--- config.mk ---
export PLATFORM = sky130hd
export DESIGN_NAME = tpu_controller
export DESIGN_NICKNAME = d
export VERILOG_FILES = /design/src/hw/tpu_isa_pkg.sv /design/src/hw/tpu_ctrl_pkg.sv /design/src/hw/tpu_fetch.sv /design/src/hw/tpu_sync_unit.sv /design/src/hw/tpu_cfg_regs.sv /design/src/hw/tpu_exec_stage.sv /design/src/hw/tpu_controller.sv
export SDC_FILE = /design/constraint.sdc
export NUM_CORES = 1
export LEC_CHECK = 0
export ABC_CLOCK_PERIOD_IN_PS = 6050
export BUFFER_PORTS_ARGS = -buffer_cell sky130_fd_sc_hd__buf_2
export CORE_MARGIN = 3
export CORE_UTILIZATION = 25
export CTS_CLUSTER_DIAMETER = 100
export DETAILED_ROUTE_END_ITERATION = 10
export PLACE_DENSITY = 0.45
export SLEW_MARGIN = 15
export SYNTH_ARGS = -nofsm -noshare
export SYNTH_HDL_FRONTEND = slang
export SYNTH_SLANG_ARGS = --single-unit
--- constraint.sdc ---
create_clock -name clk -period 6.05 [get_ports clk]
set_input_delay 0.605 -clock clk [delete_from_list [all_inputs] [get_ports clk]]
set_output_delay 0.605 -clock clk [all_outputs]
set_load 0.05 [all_outputs]
--- src/hw/tpu_isa_pkg.sv ---
`default_nettype none

package tpu_isa_pkg;

    // ============================================================
    // Basic widths
    // ============================================================

    typedef logic [31:0] instr_t;   // Raw instruction word
    typedef logic [7:0]  pc_t;      // Instruction memory address
    typedef logic [7:0]  arg_t;     // One argument byte
    typedef logic [1:0]  flags_t;   // Low flag bits of the word

    // ============================================================
    // Opcodes
    // ============================================================

    // Kept subset only, any other code runs as NOP
    typedef enum logic [5:0] {
        NOP         = 6'h00,
        RD_HOST_MEM = 6'h01,    // Host to UB
        WR_HOST_MEM = 6'h02,    // UB to host
        MATMUL      = 6'h10,    // Clears accumulator first
        MATMUL_ACC  = 6'h12,    // Adds onto accumulator
        RELU        = 6'h18,
        RELU6       = 6'h19,
        SYNC        = 6'h30,    // Bank swap plus wait
        CFG_REG     = 6'h31,
        HALT        = 6'h3F
    } opcode_e;

    // ============================================================
    // Instruction layout
    // ============================================================

    // Field order matches bits 31 down to 0
    typedef struct packed {
        opcode_e opcode;    // [31:26]
        arg_t    arg1;      // [25:18]
        arg_t    arg2;      // [17:10]
        arg_t    arg3;      // [9:2]
        flags_t  flags;     // [1:0]
    } instr_fields_t;

    // arg1 is usually a source address,
    // arg2 a destination or accumulator address,
    // arg3 a row count or element count.
    // For DMA, SYNC and CFG_REG the pair arg2:arg3 forms
    // one 16 bit value, arg2 being the upper byte.

endpackage

`default_nettype wire

--- src/hw/tpu_ctrl_pkg.sv ---
`default_nettype none

package tpu_ctrl_pkg;

    import tpu_isa_pkg::*;

    // ============================================================
    // Widths
    // ============================================================

    typedef logic [8:0]  ub_addr_t;     // Bank bit on top of 8 bit address
    typedef logic [15:0] len_t;         // Lengths, timeouts, params
    typedef logic [2:0]  unit_mask_t;   // [0] systolic [1] vector [2] DMA

    // ============================================================
    // Modes and states
    // ============================================================

    typedef enum logic [1:0] {
        SYS_MATMUL = 2'd0,
        SYS_ACCUM  = 2'd2
    } sys_mode_e;

    typedef enum logic [3:0] {
        VPU_RELU  = 4'd1,
        VPU_RELU6 = 4'd2
    } vpu_mode_e;

    typedef enum logic {
        SYNC_IDLE,
        SYNC_WAIT
    } sync_state_e;

    // ============================================================
    // Datapath command bundles
    // ============================================================

    typedef struct packed {
        logic      start;       // One cycle pulse
        sys_mode_e mode;
        arg_t      rows;
        logic      is_signed;
        logic      transpose;
        arg_t      acc_addr;
        logic      acc_clear;
    } sys_cmd_t;

    typedef struct packed {
        logic     rd_en;
        logic     wr_en;
        ub_addr_t rd_addr;
        ub_addr_t wr_addr;
        ub_addr_t rd_count;     // Burst length in words
        ub_addr_t wr_count;
    } ub_cmd_t;

    typedef struct packed {
        logic wr_en;
        logic rd_en;
        arg_t addr;
    } acc_cmd_t;

    typedef struct packed {
        logic      start;
        vpu_mode_e mode;
        arg_t      in_addr;
        arg_t      out_addr;
        arg_t      length;
        len_t      param;       // From config file, or zero
    } vpu_cmd_t;

    typedef struct packed {
        logic   start;
        logic   dir;            // 0 host to UB, 1 UB to host
        arg_t   ub_addr;
        len_t   length;
        flags_t elem_sz;        // 0 8b, 1 16b, 2 32b
    } dma_cmd_t;

    // Exec to sync unit
    typedef struct packed {
        logic       wait_en;
        unit_mask_t mask;
        len_t       timeout;
    } sync_req_t;

    // Exec to config registers
    typedef struct packed {
        logic wr_en;
        arg_t addr;
        len_t data;
    } cfg_wr_t;

endpackage

`default_nettype wire

--- src/hw/tpu_fetch.sv ---
`timescale 1ns/1ns
`default_nettype none

module tpu_fetch import tpu_isa_pkg::*; (
    input  wire           clk,
    input  wire           rst_n,
    input  instr_t        instr_data,   // Combinational memory return
    input  wire           stall,        // Any unit busy or sync wait
    input  wire           halted,       // From exec stage latch
    output pc_t           instr_addr,
    output logic          fetch_valid,
    output instr_fields_t fetch_instr
);

    // ============================================================
    // Program counter and valid
    // ============================================================

    pc_t    pc;
    instr_t ir;
    logic   advance;

    assign advance = !stall && !halted; // Frozen on either

    always_ff @(posedge clk or negedge rst_n) begin
        if (!rst_n) begin
            pc          <= '0;
            fetch_valid <= 1'b0;
        end else if (advance) begin
            pc          <= pc + pc_t'(1);
            fetch_valid <= 1'b1;        // First load makes IR meaningful
        end
    end

    // ============================================================
    // Instruction register
    // ============================================================

    // Qualified by fetch_valid downstream
    always_ff @(posedge clk) begin
        if (advance) begin
            ir <= instr_data;
        end
    end

    assign instr_addr  = pc;
    assign fetch_instr = instr_fields_t'(ir);   // Split into fields

    // Address must not move once a stall is seen
    a_pc_hold_on_stall: assert property (
        @(posedge clk) disable iff (!rst_n)
        stall |=> $stable(instr_addr)
    ) else $error("instr_addr moved under stall");

endmodule

`default_nettype wire

--- src/hw/tpu_sync_unit.sv ---
`timescale 1ns/1ns
`default_nettype none

module tpu_sync_unit import tpu_ctrl_pkg::*; (
    input  wire       clk,
    input  wire       rst_n,
    input  sync_req_t sync_req,     // One cycle request from exec
    input  wire       sys_busy,
    input  wire       vpu_busy,
    input  wire       dma_busy,
    output logic      sync_active
);

    sync_state_e state;
    unit_mask_t  mask_q;        // Units being waited on
    len_t        timeout_q;
    len_t        count;         // Cycles spent in SYNC_WAIT
    unit_mask_t  busy_vec;
    logic        units_idle;
    logic        timed_out;

    assign busy_vec   = {dma_busy, vpu_busy, sys_busy};
    assign units_idle = (busy_vec & mask_q) == '0;
    assign timed_out  = count >= timeout_q;

    // ============================================================
    // Wait FSM
    // ============================================================

    always_ff @(posedge clk or negedge rst_n) begin
        if (!rst_n) begin
            state     <= SYNC_IDLE;
            mask_q    <= '0;
            timeout_q <= '0;
            count     <= '0;
        end else begin
            case (state)
                SYNC_IDLE: begin
                    if (sync_req.wait_en) begin
                        state     <= SYNC_WAIT;
                        mask_q    <= sync_req.mask;
                        timeout_q <= sync_req.timeout;
                        count     <= '0;
                    end
                end
                SYNC_WAIT: begin
                    if (units_idle || timed_out) begin
                        state <= SYNC_IDLE;     // Release the pipeline
                    end else begin
                        count <= count + len_t'(1);
                    end
                end
                default: state <= SYNC_IDLE;
            endcase
        end
    end

    assign sync_active = (state == SYNC_WAIT);

    // Counter bounded by the value captured at request time
    a_count_in_range: assert property (
        @(posedge clk) disable iff (!rst_n)
        (state == SYNC_WAIT) |-> (count <= timeout_q)
    ) else $error("sync counter passed timeout");

endmodule

`default_nettype wire

--- src/hw/tpu_cfg_regs.sv ---
`timescale 1ns/1ns
`default_nettype none

module tpu_cfg_regs import tpu_ctrl_pkg::*; #(
    parameter int CFG_DEPTH = 16
) (
    input  wire                         clk,
    input  wire                         rst_n,
    input  cfg_wr_t                     cfg_wr,
    input  wire [$clog2(CFG_DEPTH)-1:0] cfg_rd_idx,
    output len_t                        cfg_rd_data
);

    localparam int IDX_W = $clog2(CFG_DEPTH);

    len_t regs [CFG_DEPTH];
    logic wr_hit;

    assign wr_hit = cfg_wr.wr_en && (cfg_wr.addr < CFG_DEPTH);   // Drop out of range

    always_ff @(posedge clk or negedge rst_n) begin
        if (!rst_n) begin
            for (int i = 0; i < CFG_DEPTH; i++) begin
                regs[i] <= '0;
            end
        end else if (wr_hit) begin
            regs[cfg_wr.addr[IDX_W-1:0]] <= cfg_wr.data;
        end
    end

    assign cfg_rd_data = regs[cfg_rd_idx];  // Same cycle read

    // Program writing a register that does not exist
    a_cfg_addr_range: assert property (
        @(posedge clk) disable iff (!rst_n)
        cfg_wr.wr_en |-> (cfg_wr.addr < CFG_DEPTH)
    ) else $error("CFG_REG write to address %0d ignored", cfg_wr.addr);

endmodule

`default_nettype wire

--- src/hw/tpu_exec_stage.sv ---
`timescale 1ns/1ns
`default_nettype none

module tpu_exec_stage import tpu_isa_pkg::*, tpu_ctrl_pkg::*; #(
    parameter int CFG_DEPTH = 16
) (
    input  wire                          clk,
    input  wire                          rst_n,
    input  wire                          fetch_valid,
    input  instr_fields_t                fetch_instr,
    input  wire                          stall,
    input  len_t                         cfg_rd_data,
    output logic                         halted,
    output sys_cmd_t                     sys_cmd,
    output ub_cmd_t                      ub_cmd,
    output acc_cmd_t                     acc_cmd,
    output vpu_cmd_t                     vpu_cmd,
    output dma_cmd_t                     dma_cmd,
    output sync_req_t                    sync_req,
    output cfg_wr_t                      cfg_wr,
    output logic [$clog2(CFG_DEPTH)-1:0] cfg_rd_idx,
    output logic                         ub_buf_sel,
    output logic                         acc_buf_sel,
    output logic                         halt_req,
    output logic                         interrupt_en
);

    localparam int IDX_W = $clog2(CFG_DEPTH);

    // ============================================================
    // Execute register and state
    // ============================================================

    logic          ex_valid;
    instr_fields_t ex_instr;
    logic          take;        // Fetch reg moves into exec
    logic          issue;       // Commands go out this cycle

    assign take  = fetch_valid && !stall;   // Else bubble
    assign issue = ex_valid && !halted;

    always_ff @(posedge clk or negedge rst_n) begin
        if (!rst_n) begin
            ex_valid    <= 1'b0;
            ub_buf_sel  <= 1'b0;
            acc_buf_sel <= 1'b0;
            halted      <= 1'b0;
        end else begin
            ex_valid <= take;
            if (issue && ex_instr.opcode == SYNC) begin
                ub_buf_sel  <= ~ub_buf_sel;     // Swap ping-pong banks
                acc_buf_sel <= ~acc_buf_sel;
            end
            if (issue && ex_instr.opcode == HALT) begin
                halted <= 1'b1;                 // Sticky until reset
            end
        end
    end

    always_ff @(posedge clk) begin
        if (take) begin
            ex_instr <= fetch_instr;
        end
    end

    assign halt_req     = halted;
    assign interrupt_en = halted;
    assign cfg_rd_idx   = IDX_W'(ex_instr.flags);  // Param register index

    // ============================================================
    // Command generation
    // ============================================================

    always_comb begin
        sys_cmd  = '0;
        ub_cmd   = '0;
        acc_cmd  = '0;
        vpu_cmd  = '0;
        dma_cmd  = '0;
        sync_req = '0;
        cfg_wr   = '0;
        if (issue) begin
            case (ex_instr.opcode)
                RD_HOST_MEM, WR_HOST_MEM: begin
                    dma_cmd.start   = 1'b1;
                    dma_cmd.dir     = (ex_instr.opcode == WR_HOST_MEM);
                    dma_cmd.ub_addr = ex_instr.arg1;
                    dma_cmd.length  = {ex_instr.arg2, ex_instr.arg3};
                    dma_cmd.elem_sz = ex_instr.flags;
                end
                MATMUL, MATMUL_ACC: begin
                    sys_cmd.start     = 1'b1;
                    sys_cmd.mode      = (ex_instr.opcode == MATMUL_ACC) ? SYS_ACCUM
                                                                        : SYS_MATMUL;
                    sys_cmd.rows      = ex_instr.arg3;
                    sys_cmd.is_signed = ex_instr.flags[1];
                    sys_cmd.transpose = ex_instr.flags[0];
                    sys_cmd.acc_addr  = ex_instr.arg2;
                    sys_cmd.acc_clear = (ex_instr.opcode == MATMUL);
                    // Operands from the active UB bank
                    ub_cmd.rd_en      = 1'b1;
                    ub_cmd.rd_addr    = {ub_buf_sel, ex_instr.arg1};
                    ub_cmd.rd_count   = ub_addr_t'(1);
                    acc_cmd.wr_en     = 1'b1;
                    acc_cmd.addr      = ex_instr.arg2;
                end
                RELU, RELU6: begin
                    vpu_cmd.start    = 1'b1;
                    vpu_cmd.mode     = (ex_instr.opcode == RELU6) ? VPU_RELU6 : VPU_RELU;
                    vpu_cmd.in_addr  = ex_instr.arg1;
                    vpu_cmd.out_addr = ex_instr.arg2;
                    vpu_cmd.length   = ex_instr.arg3;
                    vpu_cmd.param    = ex_instr.flags[0] ? cfg_rd_data : '0;
                    acc_cmd.rd_en    = 1'b1;
                    acc_cmd.addr     = ex_instr.arg1;
                    // Results land in the inactive UB bank
                    ub_cmd.wr_en     = 1'b1;
                    ub_cmd.wr_addr   = {~ub_buf_sel, ex_instr.arg2};
                    ub_cmd.wr_count  = ub_addr_t'(1);
                end
                SYNC: begin
                    sync_req.wait_en = 1'b1;
                    sync_req.mask    = ex_instr.arg1[2:0];
                    sync_req.timeout = {ex_instr.arg2, ex_instr.arg3};
                end
                CFG_REG: begin
                    cfg_wr.wr_en = 1'b1;
                    cfg_wr.addr  = ex_instr.arg1;
                    cfg_wr.data  = {ex_instr.arg2, ex_instr.arg3};
                end
                default: ;  // NOP, HALT and retired opcodes
            endcase
        end
    end

    // Only one compute or transfer unit launched per cycle
    a_single_start: assert property (
        @(posedge clk) disable iff (!rst_n)
        $onehot0({sys_cmd.start, vpu_cmd.start, dma_cmd.start})
    ) else $error("more than one unit started");

endmodule

`default_nettype wire

--- src/hw/tpu_controller.sv ---
`timescale 1ns/1ns
`default_nettype none

module tpu_controller import tpu_isa_pkg::*, tpu_ctrl_pkg::*; #(
    parameter int CFG_DEPTH = 16
) (
    input  wire      clk,
    input  wire      rst_n,
    output pc_t      instr_addr,
    input  instr_t   instr_data,
    input  wire      sys_busy,
    input  wire      vpu_busy,
    input  wire      dma_busy,
    output sys_cmd_t sys_cmd,
    output ub_cmd_t  ub_cmd,
    output acc_cmd_t acc_cmd,
    output vpu_cmd_t vpu_cmd,
    output dma_cmd_t dma_cmd,
    output logic     ub_buf_sel,
    output logic     acc_buf_sel,
    output logic     halt_req,
    output logic     interrupt_en,
    output logic     pipeline_stall
);

    localparam int IDX_W = $clog2(CFG_DEPTH);

    logic             fetch_valid;
    instr_fields_t    fetch_instr;
    logic             halted;
    logic             sync_active;
    sync_req_t        sync_req;
    cfg_wr_t          cfg_wr;
    logic [IDX_W-1:0] cfg_rd_idx;
    len_t             cfg_rd_data;

    // Busy units and the sync wait freeze both stages
    assign pipeline_stall = sys_busy | vpu_busy | dma_busy | sync_active;

    // ============================================================
    // Stages
    // ============================================================

    tpu_fetch u_fetch (
        .clk(clk), .rst_n(rst_n),
        .instr_data(instr_data), .stall(pipeline_stall), .halted(halted),
        .instr_addr(instr_addr), .fetch_valid(fetch_valid), .fetch_instr(fetch_instr)
    );

    tpu_exec_stage #(.CFG_DEPTH(CFG_DEPTH)) u_exec (
        .clk(clk), .rst_n(rst_n),
        .fetch_valid(fetch_valid), .fetch_instr(fetch_instr),
        .stall(pipeline_stall), .cfg_rd_data(cfg_rd_data), .halted(halted),
        .sys_cmd(sys_cmd), .ub_cmd(ub_cmd), .acc_cmd(acc_cmd),
        .vpu_cmd(vpu_cmd), .dma_cmd(dma_cmd),
        .sync_req(sync_req), .cfg_wr(cfg_wr), .cfg_rd_idx(cfg_rd_idx),
        .ub_buf_sel(ub_buf_sel), .acc_buf_sel(acc_buf_sel),
        .halt_req(halt_req), .interrupt_en(interrupt_en)
    );

    // ============================================================
    // Support blocks
    // ============================================================

    tpu_sync_unit u_sync (
        .clk(clk), .rst_n(rst_n), .sync_req(sync_req),
        .sys_busy(sys_busy), .vpu_busy(vpu_busy), .dma_busy(dma_busy),
        .sync_active(sync_active)
    );

    tpu_cfg_regs #(.CFG_DEPTH(CFG_DEPTH)) u_cfg (
        .clk(clk), .rst_n(rst_n), .cfg_wr(cfg_wr),
        .cfg_rd_idx(cfg_rd_idx), .cfg_rd_data(cfg_rd_data)
    );

endmodule

`default_nettype wire

==> reports/metrics.yaml <==
route:
  drc: 0
  drt_iter0_markers: 210
  dr.pass1.iters: 4
  wl_per_cell_um: 17.42
  detail-route-antenna-nets: 0
  vias_per_cell: 4.399
  drt_wl_total_mm: 18.82
  vias: 4751
clock_tree:
  cts_root_buffer: "clkbuf_16"
  max-clock-path-buffers: 2
  cts.clk_slew.worst_paths_ps: 70
  insertion_delay_ps: 420
  cts_tree: "built"
  numClockSinks: 145
  cts_buffers: 17
  htree_levels: 4
synth:
  synth_edf_count: 64
  dominantRegCellSynth: "dfrtp_1"
  syn_area_um2: 6839
  synthCells: 573
  synth_cell_types: 51
  yosys_warnings: 0
  syn_avg_cell_area_um2: 11.94
  async_flop_share_pct: 55.86
  ys_seq_area_share_pct: 57.74
  ys_seq_elements: 145
pwr:
  p_clk_share_pct: 45.0
  switching_power_w: 0.0006400
  p_per_area_nw_per_um2: 274.4
  power.leakage_nw: 4.069
  swShare_pct: 27.40
  pwr-share-seq_pct: 47.2
  ir_worst_vdd_mv: 0.3569
  intPower_w: 0.001696
  design_power_total_w: 0.002336
  comb_power_share_pct: 7.7
final_layout:
  antenna_cells: 0
  layout_commonest_cell: "buf_2"
  stdcell_area_um2: 8511
  fin_util_pct: 32.11
  layout_common_cells: "buf_2, dfrtp_1, and2_1, edfxtp_1, mux2_2"
  finalNetCount: 787
  fillers: 2705
  drive_gt1_share_pct: 36.51
  area_growth_pct: 24.44
setup_path:
  critical_path_class: "register to output port"
  startpoint_type: "register"
  cp_max_fo: 16
  setup.worst_path.end_class: "output port"
  rr_worst_depth: 8
  arrival_ps: 2870
  crit_required_ps: 5440
global_routing:
  grt_max_degree: 74
  grt_pass1_vias: 4818
  groute.usage.overall_pct: 13.04
  grt_overflow: 0
  grt_pass1_wl_mm: 28.81
  antenna_found_initial: 0
flow_run:
  drv_cap: 0
sta:
  fmax_mhz: 287.8
  rsz0062_at_grt: "no"
  slew_violations: 0
  slew_headroom_pct: 26.99
  min_period_over_period_pct: 57.42
  min_period_ps: 3474
  worstMarginPinSlew_ps: 1095
  finalSetupTns_ps: 0
  finClkSkew_ps: 10.85
  hold_viol: 0
  setup_viol: 0
placed_design:
  io_buffers: 173
  hpwl_mm: 13.35
  gp_congestion: 0.7230
  dpl_cell_area_um2: 7909
die:
  core_um2: 26500
  die_x_um: 171.4
  dieArea_um2: 29380
  initial_utilization_pct: 25.81
  ioPinCount: 193
  rows: 59
  die_h_um: 171.4
hold_path:
  hold_class: "input port to register"
  worstHoldPathCells: 1
outcome:
  status: "completed"
## sequential cells by signal, summed over array words and instances (netlist names)
name and flops:
u_cfg.regs 32, u_exec.cfg_rd_idx 2, u_sync.mask_q 3, u_sync.timeout_q 16
u_fetch.fetch_instr 32, u_sync.sync_active 1, u_exec.ex_valid 1, u_exec.halt_req 1
u_fetch.instr_addr 8, u_fetch.fetch_valid 1, u_exec.ex_instr 30, u_exec.acc_buf_sel 1
u_sync.count 16, u_exec.ub_buf_sel 1
## routing by layer
metal  vias up  wire, µm  part of all wire [%]  track usage (%)
li1       2258         -                     -                -
met1      2292      8809                    47            17.65
met2       185      8769                    47            21.09
met3        16      1043                   5.5            3.172
met4         0       195                   1.0            3.359
met5         -         0                     0                0
## worst max-delay path, stage by stage, from the launching register on
cell,delay [ps]
dfrtp_1,450
or3b_4,420
nor2_1,130
nand2_1,120
nor3b_2,300
nand2_1,480
nor2_1,260
buf_2,290
## area by class of cell
| class | count | area [µm²] | area share, % |
|---|---|---|---|
| repair buffers | 180 | 923.4 | 10.85 |
| inverters | 26 | 97.59 | 1.147 |
| clock inverters | 15 | 166.4 | 1.955 |
| multi-input cells | 362 | 2530 | 29.73 |
| clock buffers | 17 | 425.4 | 4.999 |
| well taps | 335 | 419.2 | 4.925 |
| flip-flops and latches | 145 | 3949 | 46.40 |
## synthesized netlist by cell type (all sizes together), types with 8 or more instances
cell	number	share of area, %
dfrtp	81	30
and2	80	7.3
edfxtp	64	28
buf	39	4.2
mux2	38	6.3
nand2	30	1.6
nor2	30	1.8
inv	26	1.4
o21ai	26	1.9
clkbuf	19	1.0
ha	18	3.3
mux2i	16	2.3
nand3	13	1.1
a21oi	12	0.88
and3	10	0.91
nor3	8	0.66
or2	8	0.73
xnor2	8	1.0
## timing repair
item	in CTS	in global routing
buffers inserted	0	0
resized for setup	0	0
hold buffers	1	0
hold endpoints to repair	8	0
## worst paths after layout
path	start	to	slack (ps)
setup / recovery	u_exec.halt_req	vpu_cmd[3]	2580
hold / removal	instr_data[19]	u_fetch.fetch_instr[19]	350
setup reg to reg	u_sync.count[14]	u_sync.count[6]	3060
hold reg to reg	u_fetch.fetch_instr[3]	u_exec.ex_instr[3]	420
max in group asynchronous	rst_n	u_exec.acc_buf_sel	4330
min in group asynchronous	rst_n	u_fetch.instr_addr[4]	530
## power groups by stage
stage | registers (W) | logic, W | clock network, W
CTS | 0.00110 | 0.000184 | 0.00109
finish | 0.00110 | 0.000181 | 0.00105
global route | 0.00111 | 0.000196 | 0.00113
global placement | 0.00112 | 0.000181 | 0
floorplan | 0.00116 | 0.0000844 | 0
detailed placement | 0.00112 | 0.000184 | 0
## cell families after synthesis
| kind of cell | count (synthesis) | synth area share (%) |
|---|---|---|
| simple gates | 203 | 17.09 |
| flops | 145 | 57.74 |
| buf+inv | 84 | 6.623 |
| compound gates | 58 | 5.324 |
| mux | 54 | 8.599 |
| fa+ha+maj | 18 | 3.293 |
| xor+xnor | 10 | 1.281 |
| other cells | 1 | 0.05483 |
## through the flow
step                      setup slack (ps)  hold slack [ps]  instances
after detailed placement              2926            404.5       1047
after global placement                2973            401.3       1047
after global routing                  2304            327.8       1080
after CTS                             2452            335.1       1080
final                                 2576            354.4       1080
after floorplan                       2452            309.4        591
(Power assumes the default switching activity.)
